File: src/design/gba_mem_pkg.sv
package gba_mem_pkg;

    //////////////////////////////////////////////////
    // types
    //////////////////////////////////////////////////

    typedef logic [27:0] gba_addr_t;    // byte address inside the gba map
    typedef logic [31:0] word_t;
    typedef logic [3:0]  byte_en_t;     // one bit per byte lane
    typedef logic [3:0]  region_t;      // addr[27:24]
    typedef logic [23:0] sdram_addr_t;  // word address, stands for byte bits 25:2

    // owner of a request
    typedef enum logic [1:0] {
        PORT_NONE = 2'd0,
        PORT_ROM  = 2'd1,
        PORT_RAM  = 2'd2
    } port_sel_t;

    typedef enum logic [2:0] {
        MAIN       = 3'd0,      // idle, or block ram request driven in cycle 0
        REQ1_START = 3'd1,      // sdram request 1, first cycle
        REQ1_WAIT  = 3'd2,      // sdram request 1, wait for ready
        REQ2_BRAM  = 3'd3,      // single cycle request 2
        REQ2_START = 3'd4,      // sdram request 2, first cycle
        REQ2_WAIT  = 3'd5       // sdram request 2, wait for ready
    } mem_state_t;

    //////////////////////////////////////////////////
    // memory map
    //////////////////////////////////////////////////

    localparam region_t REGION_IWRAM = 4'h3;
    localparam region_t REGION_EWRAM = 4'h2;
    localparam int      IWRAM_WORDS  = 8192;           // 32 KB
    localparam word_t   FILL_WORD    = 32'hdeadbeef;   // unmapped single cycle regions

    // sdram layout: 32 MB rom at 0, then 256 KB ewram, then 64 KB cart ram
    localparam logic [7:0]  SDRAM_EWRAM_BASE = 8'b1000_0000;
    localparam logic [9:0]  SDRAM_CART_BASE  = 10'b10_0000_0100;
    localparam sdram_addr_t SDRAM_UNMAPPED   = '1;

    // everything but ewram and the game pak space answers in one cycle
    function automatic logic is_single(region_t region);
        return !(region == REGION_EWRAM || region[3]);
    endfunction

    function automatic logic is_read_only(region_t region);
        return region >= 4'h8 && region <= 4'hC;     // game pak rom, all wait states
    endfunction

    function automatic logic is_cart_ram(region_t region);
        return region[3:1] == 3'b111;                 // E and F mirror each other
    endfunction

    function automatic sdram_addr_t to_sdram(gba_addr_t addr);
        case (addr[27:24])
            4'h8, 4'h9, 4'hA, 4'hB, 4'hC: return {1'b0, addr[24:2]};
            REGION_EWRAM:                 return {SDRAM_EWRAM_BASE, addr[17:2]};
            4'hE, 4'hF:                   return {SDRAM_CART_BASE, addr[15:2]};
            default:                      return SDRAM_UNMAPPED;
        endcase
    endfunction

endpackage

File: src/design/bram_if.sv
`timescale 1ns/100ps

// one block ram request per cycle, answered in the next cycle
interface bram_if;
    import gba_mem_pkg::*;

    gba_addr_t addr;
    word_t     wdata;
    byte_en_t  be;
    logic      rd;
    logic      wr;
    port_sel_t port;     // PORT_NONE when idle
    word_t     rdata;    // result of last cycle's request

    modport issuer (
        output addr, wdata, be, rd, wr, port
    );

    modport memory (
        input  addr, wdata, be, rd, wr,
        output rdata
    );

    modport monitor (
        input  rd, port, rdata
    );

endinterface

File: src/design/access_sequencer.sv
`timescale 1ns/100ps

module access_sequencer (
    input  logic                     clk,
    input  logic                     resetn,
    input  logic                     rom_en,
    input  gba_mem_pkg::gba_addr_t   rom_addr,
    input  logic                     ram_cen,
    input  logic                     ram_wen,
    input  gba_mem_pkg::gba_addr_t   ram_addr,
    input  gba_mem_pkg::word_t       ram_wdata,
    input  gba_mem_pkg::byte_en_t    ram_be,
    output logic                     cpu_en,
    output gba_mem_pkg::port_sel_t   sdram_port,
    output gba_mem_pkg::sdram_addr_t sdram_addr,
    output gba_mem_pkg::word_t       sdram_wdata,
    output gba_mem_pkg::byte_en_t    sdram_be,
    output logic                     sdram_rd,
    output logic                     sdram_wr,
    input  logic                     sdram_ready,
    bram_if.issuer                   bram,
    output gba_mem_pkg::mem_state_t  state,
    output logic                     double_req    // last cycle was a rom+ram pair
);
    import gba_mem_pkg::*;

    logic      rom_single, ram_single;
    logic      bram_first;                     // cycle 0 request goes to block ram
    logic      req1_last;                      // final cycle of request 1
    logic      ram_sd_rd, ram_sd_wr;
    byte_en_t  ram_sd_be;

    // request 2 block ram registers, replayed in REQ2_BRAM
    gba_addr_t buf_addr;
    word_t     buf_wdata;
    byte_en_t  buf_be;
    logic      buf_rd, buf_wr;
    port_sel_t buf_port;

    assign rom_single = is_single(rom_addr[27:24]);
    assign ram_single = is_single(ram_addr[27:24]);
    assign bram_first = (state == MAIN) && (rom_en ? rom_single : (ram_cen && ram_single));
    assign req1_last  = bram_first || (state == REQ1_WAIT && sdram_ready);

    // ram side sdram command, rom space is never written
    always_comb begin
        ram_sd_rd = !ram_wen || is_read_only(ram_addr[27:24]);
        ram_sd_wr = ram_wen && !is_read_only(ram_addr[27:24]);
        if (is_cart_ram(ram_addr[27:24]))
            ram_sd_be = byte_en_t'(4'b0001 << ram_addr[1:0]);   // 8-bit bus on the cart
        else
            ram_sd_be = ram_be;
    end

    //////////////////////////////////////////////////
    // block ram request, cycle 0 from the cpu ports
    //////////////////////////////////////////////////

    always_comb begin
        bram.addr  = buf_addr;
        bram.wdata = buf_wdata;
        bram.be    = buf_be;
        bram.rd    = 1'b0;
        bram.wr    = 1'b0;
        bram.port  = PORT_NONE;
        if (state == MAIN) begin
            if (rom_en) begin                  // rom wins, ram follows as request 2
                if (rom_single) begin
                    bram.addr = rom_addr;
                    bram.be   = 4'b1111;
                    bram.rd   = 1'b1;
                    bram.port = PORT_ROM;
                end
            end else if (ram_cen && ram_single) begin
                bram.addr  = ram_addr;
                bram.wdata = ram_wdata;
                bram.be    = ram_be;
                bram.rd    = !ram_wen;
                bram.wr    = ram_wen;
                bram.port  = PORT_RAM;
            end
        end else begin                         // only REQ2_BRAM has these set
            bram.rd   = buf_rd;
            bram.wr   = buf_wr;
            bram.port = buf_port;
        end
    end

    //////////////////////////////////////////////////
    // state machine and sdram starts
    //////////////////////////////////////////////////

    always_ff @(posedge clk) begin
        if (!resetn) begin
            state      <= MAIN;
            sdram_rd   <= 1'b0;
            sdram_wr   <= 1'b0;
            sdram_port <= PORT_NONE;
            double_req <= 1'b0;
            buf_rd     <= 1'b0;
            buf_wr     <= 1'b0;
            buf_port   <= PORT_NONE;
        end else begin
            sdram_rd <= 1'b0;                  // start is a single pulse
            sdram_wr <= 1'b0;
            case (state)
                MAIN, REQ1_WAIT: begin
                    if (state == MAIN) begin
                        buf_rd   <= 1'b0;
                        buf_wr   <= 1'b0;
                        buf_port <= PORT_NONE;
                    end
                    if (req1_last) begin
                        state      <= MAIN;
                        double_req <= rom_en && ram_cen;
                        if (rom_en && ram_cen) begin
                            if (ram_single) begin      // ram half from block ram
                                state     <= REQ2_BRAM;
                                buf_addr  <= ram_addr;
                                buf_wdata <= ram_wdata;
                                buf_be    <= ram_be;
                                buf_rd    <= !ram_wen;
                                buf_wr    <= ram_wen;
                                buf_port  <= PORT_RAM;
                            end else begin             // ram half from sdram
                                state       <= REQ2_START;
                                sdram_rd    <= ram_sd_rd;
                                sdram_wr    <= ram_sd_wr;
                                sdram_addr  <= to_sdram(ram_addr);
                                sdram_wdata <= ram_wdata;
                                sdram_be    <= ram_sd_be;
                                sdram_port  <= PORT_RAM;
                            end
                        end
                    end
                    // first request is not block ram, start it on sdram
                    if (state == MAIN && !bram_first) begin
                        if (rom_en) begin
                            state      <= REQ1_START;
                            sdram_rd   <= 1'b1;
                            sdram_addr <= to_sdram(rom_addr);
                            sdram_be   <= 4'b1111;
                            sdram_port <= PORT_ROM;
                        end else if (ram_cen) begin
                            state       <= REQ1_START;
                            sdram_rd    <= ram_sd_rd;
                            sdram_wr    <= ram_sd_wr;
                            sdram_addr  <= to_sdram(ram_addr);
                            sdram_wdata <= ram_wdata;
                            sdram_be    <= ram_sd_be;
                            sdram_port  <= PORT_RAM;
                        end
                    end
                end
                REQ1_START: state <= REQ1_WAIT;
                REQ2_BRAM:  state <= MAIN;
                REQ2_START: state <= REQ2_WAIT;
                REQ2_WAIT:  if (sdram_ready) state <= MAIN;
                default:    state <= MAIN;
            endcase
        end
    end

    // cpu ready for the whole memory cycle
    always_comb begin
        case ({rom_en, ram_cen})
            2'b00:   cpu_en = 1'b1;                      // nothing pending
            2'b10:   cpu_en = (state == MAIN) ? rom_single : (state == REQ1_WAIT && sdram_ready);
            2'b01:   cpu_en = (state == MAIN) ? ram_single : (state == REQ1_WAIT && sdram_ready);
            default: cpu_en = state == REQ2_BRAM || (state == REQ2_WAIT && sdram_ready);
        endcase
    end

endmodule

File: src/flat_wrapper.sv
// flat-port wrapper written by rule: the top's interface ports become plain ports
module access_sequencer_flat import gba_mem_pkg::*;
  (clk, resetn, rom_en, rom_addr, ram_cen, ram_wen, ram_addr, ram_wdata, ram_be, cpu_en, sdram_port, sdram_addr, sdram_wdata, sdram_be, sdram_rd, sdram_wr, sdram_ready, state, double_req, bram_addr, bram_wdata, bram_be, bram_rd, bram_wr, bram_port);
  bram_if bram_i ();
  input  logic clk;
  input  logic resetn;
  input  logic rom_en;
  input  gba_mem_pkg::gba_addr_t rom_addr;
  input  logic ram_cen;
  input  logic ram_wen;
  input  gba_mem_pkg::gba_addr_t ram_addr;
  input  gba_mem_pkg::word_t ram_wdata;
  input  gba_mem_pkg::byte_en_t ram_be;
  output logic cpu_en;
  output gba_mem_pkg::port_sel_t sdram_port;
  output gba_mem_pkg::sdram_addr_t sdram_addr;
  output gba_mem_pkg::word_t sdram_wdata;
  output gba_mem_pkg::byte_en_t sdram_be;
  output logic sdram_rd;
  output logic sdram_wr;
  input  logic sdram_ready;
  output gba_mem_pkg::mem_state_t state;
  output logic double_req;
  output wire logic [$bits(bram_i.addr)-1:0] bram_addr;
  output wire logic [$bits(bram_i.wdata)-1:0] bram_wdata;
  output wire logic [$bits(bram_i.be)-1:0] bram_be;
  output wire logic [$bits(bram_i.rd)-1:0] bram_rd;
  output wire logic [$bits(bram_i.wr)-1:0] bram_wr;
  output wire logic [$bits(bram_i.port)-1:0] bram_port;
  assign bram_addr = bram_i.addr;
  assign bram_wdata = bram_i.wdata;
  assign bram_be = bram_i.be;
  assign bram_rd = bram_i.rd;
  assign bram_wr = bram_i.wr;
  assign bram_port = bram_i.port;
  access_sequencer u_core (.clk(clk), .resetn(resetn), .rom_en(rom_en), .rom_addr(rom_addr), .ram_cen(ram_cen), .ram_wen(ram_wen), .ram_addr(ram_addr), .ram_wdata(ram_wdata), .ram_be(ram_be), .cpu_en(cpu_en), .sdram_port(sdram_port), .sdram_addr(sdram_addr), .sdram_wdata(sdram_wdata), .sdram_be(sdram_be), .sdram_rd(sdram_rd), .sdram_wr(sdram_wr), .sdram_ready(sdram_ready), .bram(bram_i), .state(state), .double_req(double_req));
endmodule
File: config.mk
export PLATFORM = sky130hd
export DESIGN_NAME = access_sequencer_flat
export DESIGN_NICKNAME = d
export VERILOG_FILES = /design/src/design/gba_mem_pkg.sv /design/src/design/bram_if.sv /design/src/design/access_sequencer.sv /design/src/flat_wrapper.sv
export SDC_FILE = /design/constraint.sdc
export NUM_CORES = 1
export LEC_CHECK = 0
export ABC_CLOCK_PERIOD_IN_PS = 10000
export BUFFER_PORTS_ARGS = -buffer_cell sky130_fd_sc_hd__buf_4
export CAP_MARGIN = 40
export CORE_MARGIN = 2
export CORE_UTILIZATION = 30
export CTS_CLUSTER_DIAMETER = 100
export DETAILED_ROUTE_END_ITERATION = 8
export GPL_TIMING_DRIVEN = 0
export MAX_ROUTING_LAYER = met4
export PLACE_DENSITY = 0.49
export RECOVER_POWER = 100
export SYNTH_ARGS = -nofsm -noshare
export SYNTH_HDL_FRONTEND = slang
export SYNTH_SLANG_ARGS = --single-unit
File: constraint.sdc
create_clock -name clk -period 10 [get_ports clk]
set_input_delay 0.5 -clock clk [delete_from_list [all_inputs] [get_ports clk]]
set_output_delay 0.5 -clock clk [all_outputs]
set_load 0.005 [all_outputs]
==> results.yml <==
logic_synthesis:
  synth_edf_count: 124
  synth_top_family_by_area: "simple AND/OR/NAND/NOR gates"
  synth.top_cell.area_share_pct: 52.83
  synth.distinct_cells: 58
  synth_area_leaders: "edfxtp_1 53%, nand2_1 10%, mux2_2 5.1%, dfxtp_1 3.4%, a22oi_1 3.0%"
  synth_nets: 758
  yosys_warnings: 0
  ys_ff_latch: 136
  synthFlopType: "edfxtp_1"
  yosysTopAreaCell: "edfxtp_1"
  synthSimpleGateAreaFrac_pct: 17.86
  synthMuxAreaShare_pct: 6.817
  ys_seq_area_share_pct: 56.24
  syn_area_um2: 7048
  synth_compound_area_share_pct: 15.21
  ys_top_cells_by_count: "187 x nand2_1, 124 x edfxtp_1, 33 x nor2_1"
  yosysMostFrequentCell: "nand2_1"
  yosys.area_share.xor_xnor_pct: 0
  synth.avg_cell_area_um2: 10.68
  syn_inst: 660
  synth_fa_ha_area_share_pct: 0
  synthArstFlopShare_pct: 0
clocking:
  cts_tree: "built"
  cts_resized: 0
  htree_levels: 4
  cts.clk_slew.worst_paths_ns: 0.07
  root_buffer: "clkbuf_16"
  ctsHoldBuffers: 0
  insertion_delay_ns: 0.43
  cts.sinks: 136
  cts_inserted_buffers: 17
  clk_path_buf_depth: 2
  postCtsSetupBuffers: 0
floorplan:
  start_util_pct: 30.30
  coreArea_um2: 23260
  fp.dieH_um: 157.3
  ios: 235
  rows: 56
  die_area_um2: 24740
  die_w_um: 157.3
worst_setup_path:
  critPathSlowestCell: "and2_0"
  crit_buf_inv: 2
  required_ns: 10.11
  crit_fanout: 40
  cpPeakStageDelay_ns: 1.67
  worstPathCellList: "or3_1 > clkbuf_1 > o31a_1 > nor4_1 > and2_0 > buf_16"
  critical_path_class: "flop to flop"
  worstSetupEndpointType: "flop"
  path_delay_family: "simple AND/OR/NAND/NOR gates"
  worstSetupStartpointType: "flop"
  critPathArrivalTime_ns: 5.07
timing:
  fmax_mhz: 201.4
  rsz0062_at_grt: "no"
  fin_crit_sh_pct: 49.65
  worst_pin_slew_ns: 2.097
  hold_violations: 0
  skew_ns: 0.009004
  fin_tns_setup_ns: 0
  layout_min_cycle_time_ns: 4.965
  finalMaxSlewViolations: 69
  maxSlewHeadroom_pct: -39.88
  fin_hold_ws_ns: 0.3070
  setup_viol: 0
cells_and_area:
  final_net_count: 1012
  insertedDiodeCount: 0
  final_cells: 1246
  nFillCells: 2462
  postLayoutCoreUtil_pct: 40.28
  drive_above_1_share_pct: 22.76
  area_delta_synth_final_pct: 32.95
run:
  maxCapViolCount: 4
grt:
  grt_max_degree: 41
  antenna_found_initial: 0
  grt_use_total_pct: 19.38
  grt_pass1_vias: 5883
  grt_first_pass_wirelength_um: 35280
  gr-total-overflow: 0
route:
  vias: 6124
  wire_per_inst_um: 19.02
  finalWirelength_um: 23700
  first_pass_iters: 5
  ant_nets: 0
  drt_iter0_drc: 487
  remaining_drc_errors: 0
  vias_per_cell: 4.915
power:
  leakage_nw: 3.662
  intPower_mw: 1.349
  swShare_pct: 28.47
  combPwrFrac_pct: 21.9
  ir_worst_vdd_uv: 102.9
  clkPwrFrac_pct: 39.0
  p_sw_mw: 0.5371
  power_frac_seq_pct: 39.1
  p_per_area_nw_per_um2: 201.3
placed_design:
  port_buffers: 231
  gp_congestion: 0.8045
  dp_hpwl_um: 17220
  place_inst: 1214
run_status:
  violations: "capacitance limit, slew limit"
  outcome: "complete, but fails checks"
worst_hold_path:
  hold_path.class: "primary input to flop"
==> area by class of cell <==
| type | instances | area (µm²) | share of cell area, % |
|---|---|---|---|
| Tap cell | 319 | 399.1 | 4.260 |
| Sequential cell | 136 | 3964 | 42.30 |
| Buffer | 44 | 185.2 | 1.976 |
| Multi-Input combinational cell | 472 | 2739 | 29.23 |
| Clock inverter | 14 | 244.0 | 2.604 |
| Clock buffer | 18 | 429.2 | 4.580 |
| Inverter | 8 | 31.28 | 0.3338 |
| Timing Repair Buffer | 235 | 1379 | 14.71 |
==> per-layer routing <==
layer	wire length [µm]	global-route usage, %
met1	10820	26.45
met2	11180	29.44
met3	1436	4.295
met4	269	4.632
met5	0	-
==> power by group through the flow <==
stage          combinational (mW)  sequential, mW  clock, mW
2_1_floorplan               0.223           0.748          0
3_3_place_gp                0.464           0.751          0
3_5_place_dp                0.472           0.748          0
4_1_cts                     0.473           0.737      0.750
5_1_grt                     0.460           0.745      0.773
6_report                    0.413           0.738      0.736
==> registers in the layout (all words and copies together), names as in the netlist <==
signal	flops
u_core.buf_wr	1
u_core.sdram_addr	24
u_core.sdram_wdata	32
u_core.double_req	1
u_core.buf_wdata	32
u_core.sdram_port	2
u_core.sdram_rd	1
u_core.sdram_be	4
u_core.sdram_wr	1
u_core.state	3
u_core.buf_be	4
u_core.buf_addr	28
u_core.buf_port	2
u_core.buf_rd	1
==> path summary, 6_finish.rpt <==
kind                              startpoint                               to  slack, ns  cells after the start
min reg2reg  u_core.buf_port[0]$_SDFFE_PN0N_  u_core.buf_port[0]$_SDFFE_PN0N_       0.45                      2
max reg2reg     u_core.state[2]$_SDFFE_PN0P_    u_core.buf_addr[11]$_DFFE_PP_       5.03                      6
max             u_core.state[2]$_SDFFE_PN0P_    u_core.buf_addr[11]$_DFFE_PP_       5.03                      6
min                             ram_wdata[6]    u_core.buf_wdata[6]$_DFFE_PP_       0.31                      1
==> per-stage QoR <==
| stage | power [mW] | instance area (µm²) | worst slack (ns) |
|---|---|---|---|
| floorplan | 0.9714 | 7048 | 6.451 |
| global placement | 1.215 | 9181 | 5.079 |
| detailed placement | 1.219 | 9249 | 6.634 |
| CTS | 1.960 | 9922 | 6.574 |
| global route | 1.978 | 9370 | 4.629 |
| finish | 1.886 | 9370 | 5.035 |
==> worst register-to-register path, cell delays in order (launching register included) <==
cell and delay (ns):
dfxtp_1 0.37, or3_1 0.49, clkbuf_1 0.28, o31a_1 0.34, nor4_1 1.15, and2_0 1.67
buf_16 0.33
==> cells by family after synthesis <==
family,after synthesis
AOI/OAI and AO/OA,148
buffers and inverters,52
DFF,136
muxes,44
and+or+nand+nor,280
==> cells in the final DEF, fill, tap and decap left out, types with 13 or more instances in the layout <==
cell type	count
clkbuf_1	138
clkbuf_16	17
a21oi_1	25
clkbuf_4	85
nor2_1	33
nand3_1	13
buf_4	42
nand2_1	187
buf_2	13
a22oi_1	28
o21ai_0	29
edfxtp_1	124
mux2_2	32
(Power assumes the default switching activity.)
