`config.mk`:
```
export PLATFORM = sky130hd
export DESIGN_NAME = rdata_return_flat
export DESIGN_NICKNAME = d
export VERILOG_FILES = /design/src/design/gba_mem_pkg.sv /design/src/design/bram_if.sv /design/src/design/rdata_return.sv /design/src/flat_wrapper.sv
export SDC_FILE = /design/constraint.sdc
export NUM_CORES = 1
export LEC_CHECK = 0
export BUFFER_PORTS_ARGS = -buffer_cell sky130_fd_sc_hd__buf_2
export CELL_PAD_IN_SITES_DETAIL_PLACEMENT = 1
export CELL_PAD_IN_SITES_GLOBAL_PLACEMENT = 2
export CORE_UTILIZATION = 31
export DETAILED_ROUTE_END_ITERATION = 8
export GPL_TIMING_DRIVEN = 0
export PLACE_DENSITY_LB_ADDON = 0.1
export RECOVER_POWER = 50
export SLEW_MARGIN = 5
export SYNTH_ARGS = -nofsm -noshare
export SYNTH_HDL_FRONTEND = slang
export SYNTH_SLANG_ARGS = --single-unit
```
`constraint.sdc`:
```
create_clock -name clk -period 4 [get_ports clk]
set_input_delay 0.2 -clock clk [delete_from_list [all_inputs] [get_ports clk]]
set_output_delay 0.2 -clock clk [all_outputs]
set_load 0.01 [all_outputs]
```
`src/design/gba_mem_pkg.sv`:
```
package gba_mem_pkg;

    //////////////////////////////////////////////////
    // types
    //////////////////////////////////////////////////

    typedef logic [27:0] gba_addr_t;    // byte address inside the gba map
    typedef logic [31:0] word_t;
    typedef logic [3:0]  byte_en_t;     // one bit per byte lane
    typedef logic [3:0]  region_t;      // addr[27:24]
    typedef logic [23:0] sdram_addr_t;  // word address, stands for byte bits 25:2

    // owner of a request
    typedef enum logic [1:0] {
        PORT_NONE = 2'd0,
        PORT_ROM  = 2'd1,
        PORT_RAM  = 2'd2
    } port_sel_t;

    typedef enum logic [2:0] {
        MAIN       = 3'd0,      // idle, or block ram request driven in cycle 0
        REQ1_START = 3'd1,      // sdram request 1, first cycle
        REQ1_WAIT  = 3'd2,      // sdram request 1, wait for ready
        REQ2_BRAM  = 3'd3,      // single cycle request 2
        REQ2_START = 3'd4,      // sdram request 2, first cycle
        REQ2_WAIT  = 3'd5       // sdram request 2, wait for ready
    } mem_state_t;

    //////////////////////////////////////////////////
    // memory map
    //////////////////////////////////////////////////

    localparam region_t REGION_IWRAM = 4'h3;
    localparam region_t REGION_EWRAM = 4'h2;
    localparam int      IWRAM_WORDS  = 8192;           // 32 KB
    localparam word_t   FILL_WORD    = 32'hdeadbeef;   // unmapped single cycle regions

    // sdram layout: 32 MB rom at 0, then 256 KB ewram, then 64 KB cart ram
    localparam logic [7:0]  SDRAM_EWRAM_BASE = 8'b1000_0000;
    localparam logic [9:0]  SDRAM_CART_BASE  = 10'b10_0000_0100;
    localparam sdram_addr_t SDRAM_UNMAPPED   = '1;

    // everything but ewram and the game pak space answers in one cycle
    function automatic logic is_single(region_t region);
        return !(region == REGION_EWRAM || region[3]);
    endfunction

    function automatic logic is_read_only(region_t region);
        return region >= 4'h8 && region <= 4'hC;     // game pak rom, all wait states
    endfunction

    function automatic logic is_cart_ram(region_t region);
        return region[3:1] == 3'b111;                 // E and F mirror each other
    endfunction

    function automatic sdram_addr_t to_sdram(gba_addr_t addr);
        case (addr[27:24])
            4'h8, 4'h9, 4'hA, 4'hB, 4'hC: return {1'b0, addr[24:2]};
            REGION_EWRAM:                 return {SDRAM_EWRAM_BASE, addr[17:2]};
            4'hE, 4'hF:                   return {SDRAM_CART_BASE, addr[15:2]};
            default:                      return SDRAM_UNMAPPED;
        endcase
    endfunction

endpackage

```
`src/design/bram_if.sv`:
```
`timescale 1ns/100ps

// one block ram request per cycle, answered in the next cycle
interface bram_if;
    import gba_mem_pkg::*;

    gba_addr_t addr;
    word_t     wdata;
    byte_en_t  be;
    logic      rd;
    logic      wr;
    port_sel_t port;     // PORT_NONE when idle
    word_t     rdata;    // result of last cycle's request

    modport issuer (
        output addr, wdata, be, rd, wr, port
    );

    modport memory (
        input  addr, wdata, be, rd, wr,
        output rdata
    );

    modport monitor (
        input  rd, port, rdata
    );

endinterface

```
`src/design/rdata_return.sv`:
```
`timescale 1ns/100ps

module rdata_return (
    input  logic                    clk,
    input  logic                    resetn,
    bram_if.monitor                 bram,
    input  gba_mem_pkg::mem_state_t state,
    input  logic                    double_req,
    input  logic                    rom_en,
    input  logic                    ram_cen,
    input  gba_mem_pkg::word_t      sdram_rdata_rom,
    input  gba_mem_pkg::word_t      sdram_rdata_ram,
    output gba_mem_pkg::word_t      rom_data,
    output gba_mem_pkg::word_t      ram_data
);
    import gba_mem_pkg::*;

    port_sel_t port_r;                 // block ram request one cycle back
    logic      rd_r;
    logic      rom_en_r, ram_cen_r;
    word_t     rom_buf, ram_buf;       // values the cpu sees between cycles
    word_t     rom_new;                // rom half of a double request

    //////////////////////////////////////////////////
    // delayed request flags
    //////////////////////////////////////////////////

    always_ff @(posedge clk) begin
        if (!resetn) begin
            port_r    <= PORT_NONE;
            rd_r      <= 1'b0;
            rom_en_r  <= 1'b0;
            ram_cen_r <= 1'b0;
            rom_buf   <= '0;
            ram_buf   <= '0;
        end else begin
            port_r    <= bram.port;
            rd_r      <= bram.rd;
            rom_en_r  <= rom_en;
            ram_cen_r <= ram_cen;
            if (state == MAIN) begin       // capture what was shown this cycle
                rom_buf <= rom_data;
                ram_buf <= ram_data;
            end
        end
    end

    // request 2 reuses the block ram and may clobber the rom word
    always_ff @(posedge clk) begin
        if (state == REQ2_BRAM || state == REQ2_START)
            rom_new <= (port_r != PORT_NONE) ? bram.rdata : sdram_rdata_rom;
    end

    // new data only in MAIN, right after a ready cycle
    always_comb begin
        rom_data = rom_buf;
        ram_data = ram_buf;
        if (state == MAIN) begin
            if (rom_en_r) begin
                if (double_req)
                    rom_data = rom_new;
                else if (rd_r && port_r == PORT_ROM)
                    rom_data = bram.rdata;
                else
                    rom_data = sdram_rdata_rom;
            end
            if (ram_cen_r)
                ram_data = (rd_r && port_r == PORT_RAM) ? bram.rdata : sdram_rdata_ram;
        end
    end

endmodule

```
`src/flat_wrapper.sv`:
```
// flat-port wrapper written by rule: the top's interface ports become plain ports
module rdata_return_flat import gba_mem_pkg::*;
  (clk, resetn, state, double_req, rom_en, ram_cen, sdram_rdata_rom, sdram_rdata_ram, rom_data, ram_data, bram_rd, bram_port, bram_rdata);
  bram_if bram_i ();
  input  logic clk;
  input  logic resetn;
  input  gba_mem_pkg::mem_state_t state;
  input  logic double_req;
  input  logic rom_en;
  input  logic ram_cen;
  input  gba_mem_pkg::word_t sdram_rdata_rom;
  input  gba_mem_pkg::word_t sdram_rdata_ram;
  output gba_mem_pkg::word_t rom_data;
  output gba_mem_pkg::word_t ram_data;
  input wire logic [$bits(bram_i.rd)-1:0] bram_rd;
  input wire logic [$bits(bram_i.port)-1:0] bram_port;
  input wire logic [$bits(bram_i.rdata)-1:0] bram_rdata;
  assign bram_i.rd = bram_rd;
  assign bram_i.port = bram_port;
  assign bram_i.rdata = bram_rdata;
  rdata_return u_core (.clk(clk), .resetn(resetn), .bram(bram_i), .state(state), .double_req(double_req), .rom_en(rom_en), .ram_cen(ram_cen), .sdram_rdata_rom(sdram_rdata_rom), .sdram_rdata_ram(sdram_rdata_ram), .rom_data(rom_data), .ram_data(ram_data));
endmodule
```
==> flow_summary.ini, run 1 <==
[yosys]
yosysWarnings = 0
synth.avg_cell_area_um2 = 9.34
syn-cell-area_mm2 = 0.00595
postSynthRegisterBits = 101
netlist_top_cells_area = sky130_fd_sc_hd__dfxtp_1, sky130_fd_sc_hd__edfxtp_1, sky130_fd_sc_hd__and4b_1
post_synth_inst_count = 637
synth.yosys.seq_area_share_pct = 39.4
distinct_cell_type_count_of_the_synthesized_netlist = 24
synth.largest_area_cell = sky130_fd_sc_hd__dfxtp_1
synthDominantCellAreaShare_pct = 23.2
synthesis.nets = 744

[clock_network]
cts_tree = yes
ctsHtreeMaxLevel = 3
cts.root.buffer_cell = sky130_fd_sc_hd__clkbuf_16
clkLatencyLatePin_ps = 370
clk_transition_reported_paths_ps = 70
cts_inserted_buffers = 9
cts.hold.buffers_added = 0
cts_setup_buffers = 0
cts.sink_count = 101
postCtsResizedCells = 0
cts.path.max_buffers = 2

[power]
p_leak_nw = 2.99
power.density_mw_per_mm2 = 324
irDropWorstVdd_mv = 0.204

[sta]
period_share_pct = 68.0
slew_headroom_pct = -62.1
slew_worst_pin_ps = 2410
totalNegativeSetupSlack_ps = 0
setup_violations = 0
achievable-frequency_mhz = 367
timing.final.max_slew_violations = 14
finalWorstSetupSlack_ps = 1280
grt_setup_unrepaired = false
fin_crit_ps = 2720
finClkSkew_ps = 16.1
finalHoldViolations = 0

[critical_path]
critical_path_data_required_time_ps = 3800
timing.critical_path.arrival_ps = 2520
timing_worst_setup_path_type = reg -> out
cp_max_fo = 10
startpoint_type = flop
cp-end-kind = primary output

[drt]
detail_route.iter0.violations = 139
route.detailed.wl_per_inst_um = 20.3
drt_pass1_iterations = 4
detail_route.drc_violations = 0
vias_per_cell = 5.42
antenna_violating_nets_post_route = 0
routed_wirelength_um = 21500
vias = 5739

[place]
placed_cells_incl_taps = 1040
pre_cts_ws_ps = 1660
portBuffers = 168
globalplace.congestion = 0.807
detailedPlacementHpwl_um = 17200

[final_layout]
fillerInstances = 2280
post_layout_nonfiller_instances = 1058
synthToLayoutAreaGrowth_pct = 22.3
finalNetCount = 924
mostFrequentLayoutCell = sky130_fd_sc_hd__buf_2
post_route_cells_drive_above_1_share_pct = 29.1
layout.cells.most_common_list = sky130_fd_sc_hd__buf_2, sky130_fd_sc_hd__nor2_1, sky130_fd_sc_hd__dfxtp_1, sky130_fd_sc_hd__o31ai_1, sky130_fd_sc_hd__and4b_1

[global_route]
maximum_number_of_pins_on_one_net_before_global_route_repair = 20
grt_antenna_before_repair = 4
met3_usage_pct = 3.62
grt_busiest_layer = met2
global_routing_met2_resource_utilization_pct = 37.3
grt_use_met1_pct = 28.9
vias_in_the_first_global_route = 6120
grt_first_pass_wirelength_um = 34000
grt_usage_pct = 22.2
overflow = 0

[floorplan]
io-pin-count = 171
initial_utilization_pct = 31.7
die-height_um = 141
fp.dieArea_mm2 = 0.0197
rows = 50
fp.coreArea_mm2 = 0.0188
fp.dieW_um = 141

[outcome]
violations = max-capacitance violations, max-slew violations
outcome = complete, but fails checks

[hold_path]
hold_path_class = in -> reg

[run]
cap_violations = 1
[final timing paths]
kind | startpoint | endpoint | slack [ps] | depth (start not counted)
worst max-delay path | u_core.port_r[0]$_SDFF_PN0_ | rom_data[5] | 1280 | 6
worst min register to register | u_core.rom_buf[15]$_SDFFE_PN0N_ | u_core.rom_buf[15]$_SDFFE_PN0N_ | 470 | 2
worst max register to register | u_core.port_r[0]$_SDFF_PN0_ | u_core.rom_new[24]$_DFFE_PP_ | 1810 | 4
worst min-delay path | bram_port[1] | u_core.port_r[1]$_SDFF_PN0_ | 50 | 2
[report_power, final]
| part | switching [mW] | leakage [nW] | internal, mW |
|---|---|---|---|
| combinational | 0.213 | 1.99 | 0.145 |
| clock | 0.448 | 0.141 | 0.433 |
| sequential | 0.0153 | 0.859 | 1.10 |
| total | 0.677 | 2.99 | 1.68 |
[state kept, by name, indices dropped and copies added, names as in the netlist]
signal,cells
u_core.ram_cen_r,1
u_core.rom_buf,32
u_core.rom_en_r,1
u_core.rom_new,32
u_core.port_r,2
u_core.ram_buf,32
u_core.rd_r,1
[cell families (layout without fill, tap and decap cells)]
kind of cell	Yosys count	after routing	synth area share, %
AOI/OAI and AO/OA	163	163	21.3
buffers and inverters	73	258	6.06
DFF	101	101	39.4
muxes	33	33	6.23
other	0	2	0
and+or+nand+nor	267	267	27.0
[critical path: stages, from the launching register on]
cell                       delay, ps
sky130_fd_sc_hd__dfxtp_1         350
sky130_fd_sc_hd__clkbuf_1        390
sky130_fd_sc_hd__nand3b_1        280
sky130_fd_sc_hd__clkbuf_1        330
sky130_fd_sc_hd__a211oi_1        530
sky130_fd_sc_hd__o31ai_1         130
sky130_fd_sc_hd__buf_2           160
[routing by layer]
metal	vias to the layer above	wire (um)
li1	2774	-
met1	2798	9900
met2	138	10100
met3	29	1020
met4	0	452
met5	-	0
[Yosys cell counts]
cell type	instances
sky130_fd_sc_hd__nand3b_1	2
sky130_fd_sc_hd__o21ai_0	34
sky130_fd_sc_hd__nor4b_4	1
sky130_fd_sc_hd__a211oi_2	27
sky130_fd_sc_hd__mux2i_1	1
sky130_fd_sc_hd__nor3b_1	31
sky130_fd_sc_hd__a211oi_1	36
sky130_fd_sc_hd__dfxtp_1	69
sky130_fd_sc_hd__edfxtp_1	32
sky130_fd_sc_hd__nand2_1	34
sky130_fd_sc_hd__buf_1	6
sky130_fd_sc_hd__nand3_1	32
sky130_fd_sc_hd__mux2_2	32
sky130_fd_sc_hd__o31ai_1	64
sky130_fd_sc_hd__nor2_1	97
sky130_fd_sc_hd__buf_6	8
sky130_fd_sc_hd__a21oi_1	2
sky130_fd_sc_hd__clkbuf_1	41
sky130_fd_sc_hd__clkinv_1	1
sky130_fd_sc_hd__buf_4	2
sky130_fd_sc_hd__and2_1	5
sky130_fd_sc_hd__or4b_1	2
sky130_fd_sc_hd__and4b_1	63
sky130_fd_sc_hd__buf_2	15
[per-stage QoR]
stage | hold WS, ps | instance area, um^2 | util (%) | power (mW)
final | 45.5 | 7270 | 38.7 | 2.35
after global routing | 45.5 | 7270 | 38.7 | 2.46
after detailed placement | 415 | 7120 | 37.9 | 1.51
after global placement | 410 | 7080 | 37.7 | 1.49
after floorplan | 327 | 5950 | - | 1.33
after CTS | 39.3 | 7400 | 39.4 | 2.39
[cell type report]
class                           count  area (um^2)  share of cell area [%]
Multi-Input combinational cell    463         3130                    43.1
Clock buffer                        9          225                    3.10
Tap cell                          234          293                    4.03
Buffer                             72          348                    4.78
Timing Repair Buffer              169          867                    11.9
Inverter                            1         3.75                  0.0516
Sequential cell                   101         2340                    32.2
Clock inverter                      7         53.8                   0.740
Antenna cell                        2         5.00                  0.0688
(Power assumes the default switching activity.)
==> run 2: changes to the inputs <==
ABC_AREA = 1   (was default)
CORE_UTILIZATION = 24   (was 31)
clock period = 2.4 ns   (was 4 ns; I/O delays follow)
==> flow_summary.ini, run 2 <==
[final_layout]
synthToLayoutAreaGrowth_pct = 28.4
layout_top_registers = u_core.ram_buf x32, u_core.rom_buf x32, u_core.rom_new x32
layout.cells.most_common_list = sky130_fd_sc_hd__nand2_1, sky130_fd_sc_hd__buf_2, sky130_fd_sc_hd__inv_1, sky130_fd_sc_hd__nor2_1, sky130_fd_sc_hd__dfxtp_1
finalNetCount = 1131
mostFrequentLayoutCell = sky130_fd_sc_hd__nand2_1
fillerInstances = 2864
post_route_cells_drive_above_1_share_pct = 21.4

[sta]
setup_violations = 0
finalHoldViolations = 0
finalWorstSetupSlack_ps = 247
period_share_pct = 89.7
achievable-frequency_mhz = 465
finClkSkew_ps = 7.83
slew_worst_pin_ps = 785
hold-worst-slack_ps = 35.8
timing.final.max_slew_violations = 0
slew_headroom_pct = 47.6
fin_crit_ps = 2150
totalNegativeSetupSlack_ps = 0
grt_setup_unrepaired = false

[critical_path]
timing_worst_setup_path_type = reg -> out
cp_num_cells = 8
critical-path-slowest-cell = sky130_fd_sc_hd__clkbuf_1
crit_path_frequent_cell = sky130_fd_sc_hd__nand3_1
reg2reg_slack_ps = 550
critPathMaxStageDelay_ps = 430
cp-startpoint = u_core.rd_r$_SDFF_PN0_
cp.buffers_inverters = 4
critical_path_data_required_time_ps = 2280
r2r_cells = 5
crit_chain = buf_6 > nand3_1 > clkbuf_1 > nand2_1 > nand3_1 > o21ai_0 > inv_1 > buf_2
cp_max_fo = 10
critPathTopFamily = buffers and inverters
crit-reg2reg-launch = u_core.port_r[0]$_SDFF_PN0_
timing.critical_path.arrival_ps = 2030
startpoint_type = flop
cp-end-kind = primary output
rr_endpoint = u_core.rom_new[29]$_DFFE_PP_

[place]
globalplace.congestion = 0.737
pre_cts_ws_ps = 490
detailedPlacementHpwl_um = 15500
portBuffers = 169

[drt]
vias_per_cell = 4.18
drt_pass1_iterations = 6
antenna_violating_nets_post_route = 0
detail_route.drc_violations = 14
routed_wirelength_um = 20000
vias = 5478
route.detailed.wl_per_inst_um = 15.3
detail_route.iter0.violations = 219

[yosys]
synth-edff-count = 32
synth_async_sr_flop_share_pct = 0
ys.flop_type = sky130_fd_sc_hd__dfxtp_1
distinct_cell_type_count_of_the_synthesized_netlist = 21
netlist_top_cells_area = sky130_fd_sc_hd__dfxtp_1, sky130_fd_sc_hd__nand2_1, sky130_fd_sc_hd__edfxtp_1
yosysWarnings = 0
yosys-top-cells-count = sky130_fd_sc_hd__nand2_1, sky130_fd_sc_hd__inv_1, sky130_fd_sc_hd__nor2_1, sky130_fd_sc_hd__dfxtp_1, sky130_fd_sc_hd__nand3_1
synth.yosys.seq_area_share_pct = 43.2
synthDominantCellAreaShare_pct = 25.5
post_synth_inst_count = 838
syn-cell-area_mm2 = 0.00542
most_common_cell_in_the_synthesized_netlist = sky130_fd_sc_hd__nand2_1
synth.avg_cell_area_um2 = 6.47
synth.largest_area_cell = sky130_fd_sc_hd__dfxtp_1
postSynthRegisterBits = 101
synthesis.nets = 945

[clock_network]
clk_transition_reported_paths_ps = 80
ctsHtreeMaxLevel = 3
cts.sink_count = 101
cts_inserted_buffers = 9
cts.root.buffer_cell = sky130_fd_sc_hd__clkbuf_16
clkLatencyLatePin_ps = 350
cts_setup_buffers = 0
cts_tree = yes
cts.path.max_buffers = 2

[floorplan]
io-pin-count = 171
rows = 54
fp.dieW_um = 152
die-height_um = 152
fp.dieArea_mm2 = 0.0232
initial_utilization_pct = 24.7
fp.coreArea_mm2 = 0.0220

[power]
switchingPower_mw = 1.14
seqPwrFrac_pct = 47.3
totalPowerFinal_mw = 3.91
share_clk_of_total_power_pct = 38.4
share_comb_of_total_power_pct = 14.3
irDropWorstVdd_mv = 0.311
switching_share_pct = 29.1
p_leak_nw = 4.11
power.density_mw_per_mm2 = 561
power_report.internal_total_mw = 2.77

[global_route]
vias_in_the_first_global_route = 5562
maximum_number_of_pins_on_one_net_before_global_route_repair = 27
grt_usage_pct = 17.5
grt_antenna_before_repair = 4
overflow = 0
grt_first_pass_wirelength_um = 31100

[outcome]
violations = design-rule violations
outcome = complete, but fails checks

[hold_path]
hold_path_class = in -> reg
hold_end = u_core.rom_en_r$_SDFF_PN0_
min-delay-start = resetn
min_delay_path_depth = 3

[run]
cap_violations = 0
## run 2: final cells by class
type,instances,area (um^2),area share (%)
Clock inverter,7,66.3,0.952
Timing Repair Buffer,175,900,12.9
Clock buffer,9,225,3.23
Sequential cell,101,2340,33.6
Buffer,44,211,3.04
Multi-Input combinational cell,524,2230,32.0
Inverter,169,634,9.11
Tap cell,280,350,5.03
Antenna cell,2,5.00,0.0719
## run 2: kinds of logic after synthesis
group	after synthesis	share of synthesized area [%]
mux	7	1.45
compound gates	65	6.05
flops	101	43.2
buf+inv	213	15.6
simple gates	452	33.7
## run 2: worst reg2reg max path, delay by kind of cell, from the launching register on
| family | cells | cell delay (ps) |
|---|---|---|
| buf+inv | 3 | 880 |
| flops | 1 | 330 |
| compound gates | 1 | 120 |
| simple gates | 1 | 290 |
## run 2: stage by stage
step | std cells | utilization (%) | area, um^2
2_1_floorplan | 838 | - | 5420
4_1_cts | 1309 | 31.8 | 6980
3_3_place_gp | 1287 | 30.1 | 6620
5_1_grt | 1310 | 31.7 | 6960
6_report | 1311 | 31.7 | 6960
3_5_place_dp | 1288 | 30.2 | 6640
## run 2: timing repair
item | 4_1_cts | 5_1_grt
gates resized for setup | 0 | 1
endpoints found under the setup margin | 0 | 19
endpoints found under the hold margin | 5 | 0
hold buffers | 5 | 0
## run 2: worst max-delay path by stage
stage | to | slack [ps]
final | ram_data[28] | 250
after global routing | ram_data[28] | 90
after CTS | rom_data[17] | 110
after detailed placement | u_core.rom_new[29]$_DFFE_PP_ | 490
after global placement | u_core.rom_new[21]$_DFFE_PP_ | 230
after floorplan | u_core.rom_new[0]$_DFFE_PP_ | 980
## run 2: per-layer routing
metal,global-route usage (%),up-vias,wire (um)
li1,-,2883,-
met4,3.35,4,144
met3,3.58,14,910
met5,0,-,23
met1,22.4,2478,9320
met2,30.4,99,9600
## run 2: power by group through the flow
stage,Sequential [mW],Combinational [mW],Clock [mW]
final,1.85,0.558,1.50
after global routing,1.86,0.631,1.62
after floorplan,1.88,0.298,0
after CTS,1.85,0.578,1.56
after global placement,1.89,0.561,0
after detailed placement,1.89,0.569,0
==> run 3: changes to the inputs <==
SETUP_SLACK_MARGIN = 0.5   (was default)
==> flow_summary.ini, run 3 (synthesis gave the netlist of run 2 again) <==
[drt]
detail_route.drc_violations = 14
routed_wirelength_um = 20500
drt_pass1_iterations = 6
vias = 5564
vias_per_cell = 4.22
route.detailed.wl_per_inst_um = 15.5
detail_route.iter0.violations = 202
antenna_violating_nets_post_route = 0

[critical_path]
timing.critical_path.arrival_ps = 1870
critPathMaxStageDelay_ps = 350
timing_worst_setup_path_type = reg -> out
crit_chain = buf_6 > nand2_1 > nor2_1 > buf_12 > buf_6 > nand2_1 > nand3_1 > o21ai_0 > inv_1 > buf_2
cp-end-kind = primary output
critPathTopFamily = buffers and inverters
cp_num_cells = 10
critical_path_data_required_time_ps = 2280
startpoint_type = flop
cp.buffers_inverters = 5
cp_max_fo = 6
r2r_cells = 5
critical-path-slowest-cell = sky130_fd_sc_hd__dfxtp_1

[sta]
slew_headroom_pct = 47.6
setup_violations = 0
grt_setup_unrepaired = true
slew_worst_pin_ps = 785
timing.final.max_slew_violations = 0
fin_crit_ps = 1990
finalHoldViolations = 0
period_share_pct = 83.0
achievable-frequency_mhz = 502
totalNegativeSetupSlack_ps = 0
finClkSkew_ps = 9.56

[hold_path]
min_delay_path_depth = 3
hold_path_class = in -> reg

[floorplan]
fp.dieW_um = 152
die-height_um = 152
initial_utilization_pct = 24.7
fp.coreArea_mm2 = 0.0220
rows = 54
io-pin-count = 171
fp.dieArea_mm2 = 0.0232

[clock_network]
cts.path.max_buffers = 2
clkLatencyLatePin_ps = 360
cts.root.buffer_cell = sky130_fd_sc_hd__clkbuf_16
cts_tree = yes
cts.sink_count = 101
cts_inserted_buffers = 9
clk_transition_reported_paths_ps = 80
ctsHtreeMaxLevel = 3

[final_layout]
post_route_cells_drive_above_1_share_pct = 23.5
fillerInstances = 2859
finalNetCount = 1139
mostFrequentLayoutCell = sky130_fd_sc_hd__nand2_1
synthToLayoutAreaGrowth_pct = 33.0
layout_top_registers = u_core.ram_buf x32, u_core.rom_buf x32, u_core.rom_new x32
final_area_mm2 = 0.00721
layout.cells.most_common_list = sky130_fd_sc_hd__nand2_1, sky130_fd_sc_hd__buf_2, sky130_fd_sc_hd__inv_1, sky130_fd_sc_hd__nor2_1, sky130_fd_sc_hd__dfxtp_1

[outcome]
violations = design-rule violations
outcome = complete, but fails checks

[power]
power.density_mw_per_mm2 = 547
p_leak_nw = 4.22
irDropWorstVdd_mv = 0.310

[global_route]
overflow = 0
grt_antenna_before_repair = 4
grt_usage_pct = 17.6
maximum_number_of_pins_on_one_net_before_global_route_repair = 27
grt_first_pass_wirelength_um = 31300
vias_in_the_first_global_route = 5574

[place]
globalplace.congestion = 0.737
portBuffers = 169
detailedPlacementHpwl_um = 15500
placed_area_mm2 = 0.00664

[run]
cap_violations = 0
run 3: worst paths after layout:
path / to / start / slack [ps]
setup / recovery: ram_data[14] / u_core.rd_r$_SDFF_PN0_ / 410
hold / removal: u_core.rom_en_r$_SDFF_PN0_ / resetn / 30
setup reg to reg: u_core.rom_new[30]$_DFFE_PP_ / u_core.port_r[0]$_SDFF_PN0_ / 670
hold reg to reg: u_core.rom_buf[3]$_SDFFE_PN0N_ / u_core.rom_buf[3]$_SDFFE_PN0N_ / 480
run 3: per-layer routing:
layer | wire length [um] | GRT usage (%) | vias to the layer above
met2 | 9930 | 30.5 | 93
met5 | 23 | 0 | -
met3 | 859 | 3.58 | 14
li1 | - | - | 2903
met4 | 140 | 3.35 | 4
met1 | 9520 | 22.6 | 2550
run 3: worst register-to-register path: cells and delay by family, from the launching register on:
family	cells	cell delay [ps]
buffers and inverters	3	740
DFF	1	340
and+or+nand+nor	1	280
AOI/OAI and AO/OA	1	120
run 3: power breakdown:
group / leakage, nW / switching, mW / internal, mW
logic: 3.22 / 0.361 / 0.226
registers: 0.862 / 0.0175 / 1.83
clock network: 0.138 / 0.772 / 0.734
total: 4.22 / 1.15 / 2.79
run 3: metrics by stage:
step	util [%]	power (mW)	setup slack (ps)	hold slack, ps	std cells
3_3_place_gp	30.1	2.45	225	313	1287
3_5_place_dp	30.2	2.46	490	315	1288
5_1_grt	32.8	4.13	244	39.8	1318
4_1_cts	32.5	4.01	455	12.5	1314
2_1_floorplan	-	2.18	977	213	838
6_report	32.8	3.94	407	34.3	1319
run 3: repair_timing:
| action | in CTS | in global routing |
|---|---|---|
| hold buffers | 5 | 0 |
| endpoints found under the hold margin | 5 | 0 |
| gates resized for setup | 38 | 55 |
| endpoints found under the setup margin | 69 | 62 |
| gates cloned | 1 | 2 |
| pin swaps | 3 | 2 |
| setup buffers | 4 | 1 |
run 3: final cells by class:
| type | count | area [um^2] | share of cell area (%) |
|---|---|---|---|
| clock buffer | 9 | 225 | 3.12 |
| tap | 280 | 350 | 4.86 |
| sequential | 101 | 2350 | 32.6 |
| buffer | 44 | 299 | 4.15 |
| inverter | 169 | 638 | 8.85 |
| timing repair buffer | 183 | 1010 | 14.0 |
| clock inverter | 7 | 66.3 | 0.920 |
| multi-input combinational | 524 | 2270 | 31.5 |
| antenna | 2 | 5.00 | 0.0694 |
